==> config.mk <==
export PLATFORM = sky130hd
export DESIGN_NAME = mikie_video
export DESIGN_NICKNAME = d
export VERILOG_FILES = /design/src/design/mikie_video_pkg.sv /design/src/design/mikie_video.sv /design/src/design/color_mixer.sv /design/src/design/sprite_layer.sv /design/src/design/tile_layer.sv /design/src/design/video_timer.sv
export SDC_FILE = /design/constraint.sdc
export NUM_CORES = 2
export LEC_CHECK = 0
export BUFFER_PORTS_ARGS = -buffer_cell sky130_fd_sc_hd__clkbuf_2
export CAP_MARGIN = 10
export CELL_PAD_IN_SITES_DETAIL_PLACEMENT = 0
export CELL_PAD_IN_SITES_GLOBAL_PLACEMENT = 1
export CORE_MARGIN = 8
export CORE_UTILIZATION = 29
export DETAILED_ROUTE_END_ITERATION = 16
export PLACE_DENSITY = 0.57
export SYNTH_ARGS = -nofsm -noshare
export SYNTH_HDL_FRONTEND = slang
export SYNTH_SLANG_ARGS = --single-unit
==> constraint.sdc <==
create_clock -name clk -period 5.6 [get_ports clk]
set_input_delay 0 -clock clk [delete_from_list [all_inputs] [get_ports clk]]
set_output_delay 0 -clock clk [all_outputs]
set_load 0.02 [all_outputs]
==> src/design/mikie_video_pkg.sv <==
package mikie_video_pkg;

    // Raster geometry, scaled down
    localparam int H_TOTAL  = 48;
    localparam int H_ACTIVE = 32;
    localparam int V_TOTAL  = 40;
    localparam int V_ACTIVE = 32;
    localparam int HS_START = 36;
    localparam int VS_START = 34;
    localparam int SYNC_LEN = 4;    // Pulse width in pixels or lines

    // Program port regions, taken from prog_addr[10:8]
    localparam int REG_PAL_RG   = 0;
    localparam int REG_PAL_B    = 1;
    localparam int REG_TILE_GFX = 2;
    localparam int REG_OBJ_GFX  = 3;

    localparam int OBJ_COUNT   = 4;
    localparam int MIX_LATENCY = 3; // Timer position to RGB, in pxl_cen

    typedef logic [8:0] pos_t;
    typedef logic [3:0] pxl_t;      // 0 is transparent
    typedef logic [5:0] pal_idx_t;
    typedef logic [3:0] col_t;

    typedef struct packed {
        logic [10:0] addr;
        logic [7:0]  dout;          // CPU write data
        logic        rnw;
    } cpu_bus_t;

    typedef struct packed {
        logic [2:0] region;
        logic [7:0] offset;
        logic [7:0] data;
        logic       we;
    } prog_bus_t;

    typedef struct packed {
        pos_t hdump;
        pos_t vdump;
        logic lhbl;
        logic lvbl;
    } raster_t;

    typedef struct packed {
        col_t red;
        col_t green;
        col_t blue;
    } rgb_t;

endpackage
==> src/design/mikie_video.sv <==
`timescale 1ns/1ps

module mikie_video(
    input  logic                       clk,
    input  logic                       rst_n,
    input  logic                       pxl_cen,
    input  logic                       flip,
    input  logic                       pal_sel,
    input  logic [1:0]                 gfx_en,
    input  mikie_video_pkg::cpu_bus_t  cpu,
    input  logic                       vram_cs,
    input  logic                       objram_cs,
    output logic [7:0]                 vram_dout,
    output logic [7:0]                 obj_dout,
    input  mikie_video_pkg::prog_bus_t prog,
    output logic                       hs,
    output logic                       vs,
    output logic                       lhbl,
    output logic                       lvbl,
    output mikie_video_pkg::rgb_t      rgb
);
    import mikie_video_pkg::*;

    raster_t    raster;
    pxl_t       tile_pxl;
    pxl_t       obj_pxl;
    logic       tile_prio;
    logic [3:0] prog_we;    // One-hot, one per loadable table
    logic [1:0] fix_addr;
    cpu_bus_t   obj_cpu;

    always_comb begin
        prog_we = '0;
        prog_we[prog.region[1:0]] = prog.we && !prog.region[2]; // Upper regions unused
    end

    // CPU order attr, x, code, y becomes y, attr, code, x
    always_comb begin
        case (cpu.addr[1:0])
            2'd0:    fix_addr = 2'd1;  // attr
            2'd1:    fix_addr = 2'd3;  // x
            2'd2:    fix_addr = 2'd2;  // code
            default: fix_addr = 2'd0;  // y
        endcase
        obj_cpu = cpu;
        obj_cpu.addr[1:0] = fix_addr;
    end

    video_timer u_timer(
        .clk     ( clk       ),
        .rst_n   ( rst_n     ),
        .pxl_cen ( pxl_cen   ),
        .raster  ( raster    ),
        .hs      ( hs        ),
        .vs      ( vs        )
    );

    tile_layer u_tile(
        .clk       ( clk                    ),
        .rst_n     ( rst_n                  ),
        .pxl_cen   ( pxl_cen                ),
        .flip      ( flip                   ),
        .vram_cs   ( vram_cs                ),
        .cpu       ( cpu                    ),
        .vram_dout ( vram_dout              ),
        .prog      ( prog                   ),
        .gfx_we    ( prog_we[REG_TILE_GFX]  ),
        .raster    ( raster                 ),
        .prio      ( tile_prio              ),
        .pxl       ( tile_pxl               )
    );

    sprite_layer u_obj(
        .clk       ( clk                    ),
        .rst_n     ( rst_n                  ),
        .pxl_cen   ( pxl_cen                ),
        .flip      ( flip                   ),
        .objram_cs ( objram_cs              ),
        .gfx_we    ( prog_we[REG_OBJ_GFX]   ),
        .cpu       ( obj_cpu                ),
        .obj_dout  ( obj_dout               ),
        .prog      ( prog                   ),
        .raster    ( raster                 ),
        .pxl       ( obj_pxl                )
    );

    color_mixer u_mix(
        .clk      ( clk       ),
        .rst_n    ( rst_n     ),
        .pxl_cen  ( pxl_cen   ),
        .pal_sel  ( pal_sel   ),
        .gfx_en   ( gfx_en    ),
        .tile_pxl ( tile_pxl  ),
        .obj_pxl  ( obj_pxl   ),
        .prio     ( tile_prio ),
        .raster   ( raster    ),
        .prog     ( prog      ),
        .pal_we   ( {prog_we[REG_PAL_B], prog_we[REG_PAL_RG]} ),
        .rgb      ( rgb       ),
        .lhbl     ( lhbl      ),
        .lvbl     ( lvbl      )
    );

endmodule

==> src/design/color_mixer.sv <==
`timescale 1ns/1ps

module color_mixer(
    input  logic                       clk,
    input  logic                       rst_n,
    input  logic                       pxl_cen,
    input  logic                       pal_sel,
    input  logic [1:0]                 gfx_en,    // Bit 0 tiles, bit 1 sprites
    input  mikie_video_pkg::pxl_t      tile_pxl,
    input  mikie_video_pkg::pxl_t      obj_pxl,
    input  logic                       prio,
    input  mikie_video_pkg::raster_t   raster,
    input  mikie_video_pkg::prog_bus_t prog,
    input  logic [1:0]                 pal_we,
    output mikie_video_pkg::rgb_t      rgb,
    output logic                       lhbl,
    output logic                       lvbl
);
    import mikie_video_pkg::*;

    logic [7:0]             pal_rg [64];  // Red high nibble, green low
    col_t                   pal_b  [64];
    pal_idx_t               idx;
    pxl_t                   tile_eff;
    pxl_t                   obj_eff;
    logic                   obj_win;
    logic [MIX_LATENCY-1:0] lhbl_dly;
    logic [MIX_LATENCY-1:0] lvbl_dly;

    always_ff @(posedge clk) begin
        if (pal_we[0]) begin
            pal_rg[prog.offset[5:0]] <= prog.data;
        end
        if (pal_we[1]) begin
            pal_b[prog.offset[5:0]] <= prog.data[3:0];
        end
    end

    assign tile_eff = gfx_en[0] ? tile_pxl : '0;
    assign obj_eff  = gfx_en[1] ? obj_pxl  : '0;
    // Tile priority only counts over an opaque tile pixel
    assign obj_win  = (obj_eff != '0) && !(prio && (tile_eff != '0));

    always_ff @(posedge clk or negedge rst_n) begin
        if (!rst_n) begin
            idx      <= '0;
            lhbl_dly <= '0;
            lvbl_dly <= '0;
            rgb      <= '0;
        end else if (pxl_cen) begin
            idx      <= {pal_sel, obj_win, obj_win ? obj_eff : tile_eff};
            lhbl_dly <= {lhbl_dly[MIX_LATENCY-2:0], raster.lhbl};
            lvbl_dly <= {lvbl_dly[MIX_LATENCY-2:0], raster.lvbl};
            // Blanking from the stage that matches idx
            if (lhbl_dly[MIX_LATENCY-2] && lvbl_dly[MIX_LATENCY-2]) begin
                rgb <= '{
                    red:   pal_rg[idx][7:4],
                    green: pal_rg[idx][3:0],
                    blue:  pal_b[idx]
                };
            end else begin
                rgb <= '0;
            end
        end
    end

    assign lhbl = lhbl_dly[MIX_LATENCY-1];
    assign lvbl = lvbl_dly[MIX_LATENCY-1];

    a_blank_black: assert property (
        @(posedge clk) disable iff (!rst_n) !lhbl |-> (rgb == '0)
    );

endmodule

==> src/design/sprite_layer.sv <==
`timescale 1ns/1ps

module sprite_layer(
    input  logic                       clk,
    input  logic                       rst_n,
    input  logic                       pxl_cen,
    input  logic                       flip,
    input  logic                       objram_cs,
    input  logic                       gfx_we,
    input  mikie_video_pkg::cpu_bus_t  cpu,
    output logic [7:0]                 obj_dout,
    input  mikie_video_pkg::prog_bus_t prog,
    input  mikie_video_pkg::raster_t   raster,
    output mikie_video_pkg::pxl_t      pxl
);
    import mikie_video_pkg::*;

    // Internal byte order per sprite is y, attr, code, x
    logic [7:0]           objram [4*OBJ_COUNT];
    pxl_t                 gfx    [256];
    logic [7:0]           px;
    logic [7:0]           py;
    logic [OBJ_COUNT-1:0] hit;
    pxl_t                 obj_col [OBJ_COUNT];
    pxl_t                 win;

    assign px = {3'b000, raster.hdump[4:0] ^ {5{flip}}};
    assign py = {3'b000, raster.vdump[4:0] ^ {5{flip}}};

    always_ff @(posedge clk) begin
        if (objram_cs && !cpu.rnw) begin
            objram[cpu.addr[3:0]] <= cpu.dout;
        end
        if (objram_cs && cpu.rnw) begin
            obj_dout <= objram[cpu.addr[3:0]];
        end
        if (gfx_we) begin
            gfx[prog.offset] <= prog.data[3:0];
        end
    end

    for (genvar i = 0; i < OBJ_COUNT; i++) begin : g_obj
        logic [7:0] dx;
        logic [7:0] dy;
        logic [7:0] attr;
        logic [7:0] code;

        assign dy   = py - objram[4*i];
        assign attr = objram[4*i+1];
        assign code = objram[4*i+2];
        assign dx   = px - objram[4*i+3];

        assign obj_col[i] = gfx[{code[1:0], dy[2:0], dx[2:0]}];
        // Enabled, inside the 8x8 box and opaque here
        assign hit[i] = attr[0] && (dx < 8'd8) && (dy < 8'd8) && (obj_col[i] != '0);
    end

    // Walk downwards so the lowest-numbered hit is kept
    always_comb begin
        win = '0;
        for (int i = OBJ_COUNT - 1; i >= 0; i--) begin
            if (hit[i]) begin
                win = obj_col[i];
            end
        end
    end

    always_ff @(posedge clk or negedge rst_n) begin
        if (!rst_n) begin
            pxl <= '0;
        end else if (pxl_cen) begin
            pxl <= win;
        end
    end

endmodule

==> src/design/tile_layer.sv <==
`timescale 1ns/1ps

module tile_layer(
    input  logic                       clk,
    input  logic                       rst_n,
    input  logic                       pxl_cen,
    input  logic                       flip,
    input  logic                       vram_cs,
    input  mikie_video_pkg::cpu_bus_t  cpu,
    output logic [7:0]                 vram_dout,
    input  mikie_video_pkg::prog_bus_t prog,
    input  logic                       gfx_we,
    input  mikie_video_pkg::raster_t   raster,
    output logic                       prio,
    output mikie_video_pkg::pxl_t      pxl
);
    import mikie_video_pkg::*;

    logic [7:0] vram [16];      // 4x4 tile map
    pxl_t       gfx  [256];     // 4 codes of 8x8 nibbles
    logic [4:0] x;
    logic [4:0] y;
    logic [7:0] tile;
    logic [7:0] gfx_addr;

    // Inverting 5 bits gives 31-x, so flip costs nothing
    assign x = raster.hdump[4:0] ^ {5{flip}};
    assign y = raster.vdump[4:0] ^ {5{flip}};

    assign tile     = vram[{y[4:3], x[4:3]}];
    assign gfx_addr = {tile[1:0], y[2:0], x[2:0]}; // Code, row, column

    // CPU side of the tile map
    always_ff @(posedge clk) begin
        if (vram_cs && !cpu.rnw) begin
            vram[cpu.addr[3:0]] <= cpu.dout;
        end
        if (vram_cs && cpu.rnw) begin
            vram_dout <= vram[cpu.addr[3:0]]; // Held until next read
        end
    end

    // Graphics loaded from the program port
    always_ff @(posedge clk) begin
        if (gfx_we) begin
            gfx[prog.offset] <= prog.data[3:0]; // Low nibble only
        end
    end

    always_ff @(posedge clk or negedge rst_n) begin
        if (!rst_n) begin
            pxl  <= '0;
            prio <= 1'b0;
        end else if (pxl_cen) begin
            pxl  <= gfx[gfx_addr];
            prio <= tile[7];
        end
    end

    a_vram_addr: assert property (
        @(posedge clk) disable iff (!rst_n)
        (vram_cs && !cpu.rnw) |-> (cpu.addr < 11'd16)
    );

endmodule

==> src/design/video_timer.sv <==
`timescale 1ns/1ps

module video_timer(
    input  logic                     clk,
    input  logic                     rst_n,
    input  logic                     pxl_cen,
    output mikie_video_pkg::raster_t raster,
    output logic                     hs,
    output logic                     vs
);
    import mikie_video_pkg::*;

    pos_t hcnt;
    pos_t vcnt;

    always_ff @(posedge clk or negedge rst_n) begin
        if (!rst_n) begin
            hcnt <= '0;
            vcnt <= '0;
        end else if (pxl_cen) begin
            if (hcnt == pos_t'(H_TOTAL - 1)) begin
                hcnt <= '0;
                // Line done, step the vertical count
                if (vcnt == pos_t'(V_TOTAL - 1)) begin
                    vcnt <= '0;
                end else begin
                    vcnt <= vcnt + 1'b1;
                end
            end else begin
                hcnt <= hcnt + 1'b1;
            end
        end
    end

    assign raster = '{
        hdump: hcnt,
        vdump: vcnt,
        lhbl:  hcnt < H_ACTIVE,
        lvbl:  vcnt < V_ACTIVE
    };

    // Sync pulses sit inside the blanking intervals
    assign hs = (hcnt >= HS_START) && (hcnt < HS_START + SYNC_LEN);
    assign vs = (vcnt >= VS_START) && (vcnt < VS_START + SYNC_LEN);

    a_hcnt_range: assert property (
        @(posedge clk) disable iff (!rst_n) hcnt < H_TOTAL
    );

endmodule

==> summary.txt <==
Drt
  • Routed WL: 600000 um
  • Routed wire per std cell: 36.7 um
  • Via/cell ratio: 5.79
  • DRC: 0
  • ANT nets after route: 0
  • DR vias: 94700
  • First-pass iteration count of the detailed router: 8
  • 1st-iter DRT viols: 13600

Placement
  • I/O Buffers: 73
  • Final GP Congestion: 1.01
  • Hpwl dp: 416000 um
  • Post-DP Area: 0.164 mm2
  • Place WS: -0.262 ns

Yosys
  • Average size of a mapped cell: 17.6 um2
  • Sequential area share after synthesis: 0.623
  • Top-count cell post-synth: edfxtp_1
  • Post-synth EDFFs: 3088
  • Synth cell count leaders: 3088 x edfxtp_1, 1594 x mux4_2, 848 x nand2_1, 797 x nor2_1, 320 x clkbuf_1
  • Area leader, netlist: edfxtp_1
  • Synth Warn #: 0
  • Share of the synthesized area in the top cell type: 0.615
  • Ranking of synthesized cells by area: edfxtp_1 61%, mux4_2 24%, nand2_1 2.1%
  • Post-Syn Area: 0.151 mm2
  • Syn nets: 8698
  • #FFs+latches synth: 3139
  • Post-synth ARST share: 0.0162
  • Post-synth cell types: 89
  • Commonest register cell after synthesis: edfxtp_1
  • Syn Inst Count: 8592

Setup path
  • Worst path required time: 6.45 ns
  • Max FO, Critical Path: 5
  • CP startpoint: u_timer.vcnt[0]$_DFFE_PN0P_
  • Critical path arrival: 6.43 ns
  • Cell breakdown of the critical path: xnor2_2, ha_2, inv_1, fa_2, xor2_4, buf_12, nor2_1, nand3_1, nand4_1, o31ai_1, buf_4, a221oi_1, buf_4, nor3_1, nand3_1, a31o_1, a21oi_2
  • CP Class: reg -> reg
  • Slowest cell on crit path: nor2_1
  • CP Launch Type: register
  • Worst path max stage delay: 1.10 ns
  • Crit. End Element: register
  • RR Startpoint: u_timer.vcnt[0]$_DFFE_PN0P_

CTS
  • CTS tree: yes
  • Clock Path Buffers: 4
  • Worst skew pair latency: 1.03 ns
  • Num CTS Buffers: 339
  • CTS sink count: 3139
  • H-tree levels: 5
  • Worst-path clk slew: 0.07 ns
  • Clk root buf: clkbuf_16

Power
  • Total power: 83.2 mW
  • Leak: 55.1 nW
  • Pwr per Cell Area: 472 mW/mm2
  • VDD IR-drop max: 0.417 mV

Timing
  • Tcrit/Tclk final: 0.998
  • Achievable Freq: 0.179 GHz
  • Max-slew headroom: 0.00170
  • Final Worst Setup Slack: 0.0135 ns
  • Max-slew violations: 0
  • Tmin final: 5.59 ns
  • Final hold vios: 0
  • RSZ-0062 raised after global routing: no
  • Least-Margin Pin Slew: 1.49 ns
  • Clock skew: 0.0797 ns
  • Setup violators final: 0

Layout
  • Final nets: 9188
  • Share of cells above drive strength 1: 0.320
  • Finished Cell Area: 0.176 mm2
  • Area Growth Syn to Fin: 16.8%
  • FILL cells: 49300

Floorplan
  • Area of the core: 0.519 mm2
  • Starting density of the core: 0.290
  • # IOs: 81
  • Die area: 0.543 mm2
  • Core Rows: 265
  • Die H: 737 um
  • Chip width: 737 um

Run status
  • Status: finished with violations
  • Failing checks: capacitance limit

Global route
  • Grt ovf: 0
  • Largest net degree at the start of global routing: 225
  • Initial antenna violation count: 64
  • First-pass GRT wire length: 815000 um
  • Vias in the first global route: 94200
  • Total track usage: 0.214

Hold path
  • Worst Hold Class: in -> reg
  • Hold path start: prog[16]

Flow run
  • Max-Cap Viols: 1
==> power breakdown <==
part / switching [mW] / leakage (nW) / internal, mW
Clock: 10.0 / 5.54 / 13.3
Combinational: 20.1 / 21.1 / 13.4
Sequential: 0.298 / 28.4 / 25.9
==> area by class of cell <==
cell class / instances / area [um2] / area share
diodes: 52 / 130 / 0.000739
multi-input cells: 4720 / 53900 / 0.306
repair buffers: 798 / 7590 / 0.0431
well taps: 6942 / 8690 / 0.0493
flip-flops and latches: 3139 / 94000 / 0.534
inverters: 84 / 315 / 0.00179
clock buffers: 391 / 8760 / 0.0498
clock inverters: 225 / 2690 / 0.0153
==> routing by layer <==
layer  share of wire  track usage
met5         0.00017            0
met4           0.054        0.100
met3            0.10       0.0585
met2            0.45        0.331
met1            0.39        0.280
==> repair_timing <==
item / CTS / global route
buffers inserted: 0 / 4
hold buffers: 50 / 0
cloned: 0 / 0
pin swaps: 0 / 2
resized for setup: 6 / 5
endpoints found under the hold margin: 1799 / 0
endpoints found under the setup margin: 4 / 4
==> placed cells by master (no fill, tap or decap), drive strengths merged, types with 50 or more instances in the layout <==
cell,instances
edfxtp,3088
nand4,77
diode,52
a21oi,78
a31oi,71
dlygate4sd3,50
a32oi,70
clkinv,150
o21ai,68
mux2i,259
buf,680
inv,94
nor2,798
nand3,252
nand2,848
clkbuf,459
mux4,1598
dfrtp,51
==> per-stage QoR <==
step / util / TNS (ns) / std cells / hold slack [ns]
6_report: 0.339 / 0 / 16400 / 0.0728
4_1_cts: 0.339 / 0 / 16300 / 0.00950
3_3_place_gp: 0.316 / -0.844 / 15600 / 0.222
3_5_place_dp: 0.316 / -0.799 / 15600 / 0.225
5_1_grt: 0.339 / 0 / 16300 / 0.0493
2_1_floorplan: - / 0 / 8592 / -0.296
==> state kept, by name (all words and copies together), names as in the netlist <==
name              count
u_tile.pxl            4
u_tile.vram_dout      8
u_timer.hcnt          9
u_obj.objram        128
u_tile.vram         128
u_timer.vcnt          9
u_mix.idx             6
u_mix.pal_b         256
u_obj.obj_dout        8
u_mix.pal_rg        512
u_mix.rgb            12
u_mix.lhbl_dly        3
u_tile.gfx         1024
u_obj.gfx          1024
u_obj.pxl             4
u_mix.lvbl_dly        3
u_tile.prio           1
==> worst paths after layout <==
| kind | endpoint | slack [ns] | cells past startpoint |
|---|---|---|---|
| setup / recovery | u_obj.pxl[3]$_DFFE_PN0P_ | 0.01 | 17 |
| hold reg to reg | u_timer.vcnt[8]$_DFFE_PN0P_ | 0.49 | 1 |
| hold / removal | u_obj.gfx[85][0]$_DFFE_PP_ | 0.07 | 5 |
| setup reg to reg | u_obj.pxl[3]$_DFFE_PN0P_ | 0.01 | 17 |
| min in group asynchronous | u_mix.rgb[7]$_DFFE_PN0P_ | 0.24 | 4 |
| max in group asynchronous | u_mix.idx[1]$_DFFE_PN0P_ | 4.47 | 4 |
==> critical path: cells and delay by family, from the launching register on <==
family          cells  cell delay, ns
flops               1            0.44
buf+inv             4            0.67
simple gates        5            1.88
compound gates      4            0.97
fa+ha+maj           2            0.73
xor+xnor            2            0.69
==> kinds of logic (layout without fill, tap and decap cells) <==
logic type | Yosys count | after routing | synth area share
buffers and inverters | 733 | 1498 | 0.0227
XOR/XNOR | 46 | 46 | 0.00292
AO/OA/AOI/OAI | 540 | 540 | 0.0261
other | 0 | 52 | 0
flip-flops | 3139 | 3139 | 0.623
adder cells (fa/ha/maj) | 57 | 57 | 0.00513
AND/OR/NAND/NOR | 2190 | 2190 | 0.0616
multiplexers | 1887 | 1887 | 0.258
(Power assumes the default switching activity.)
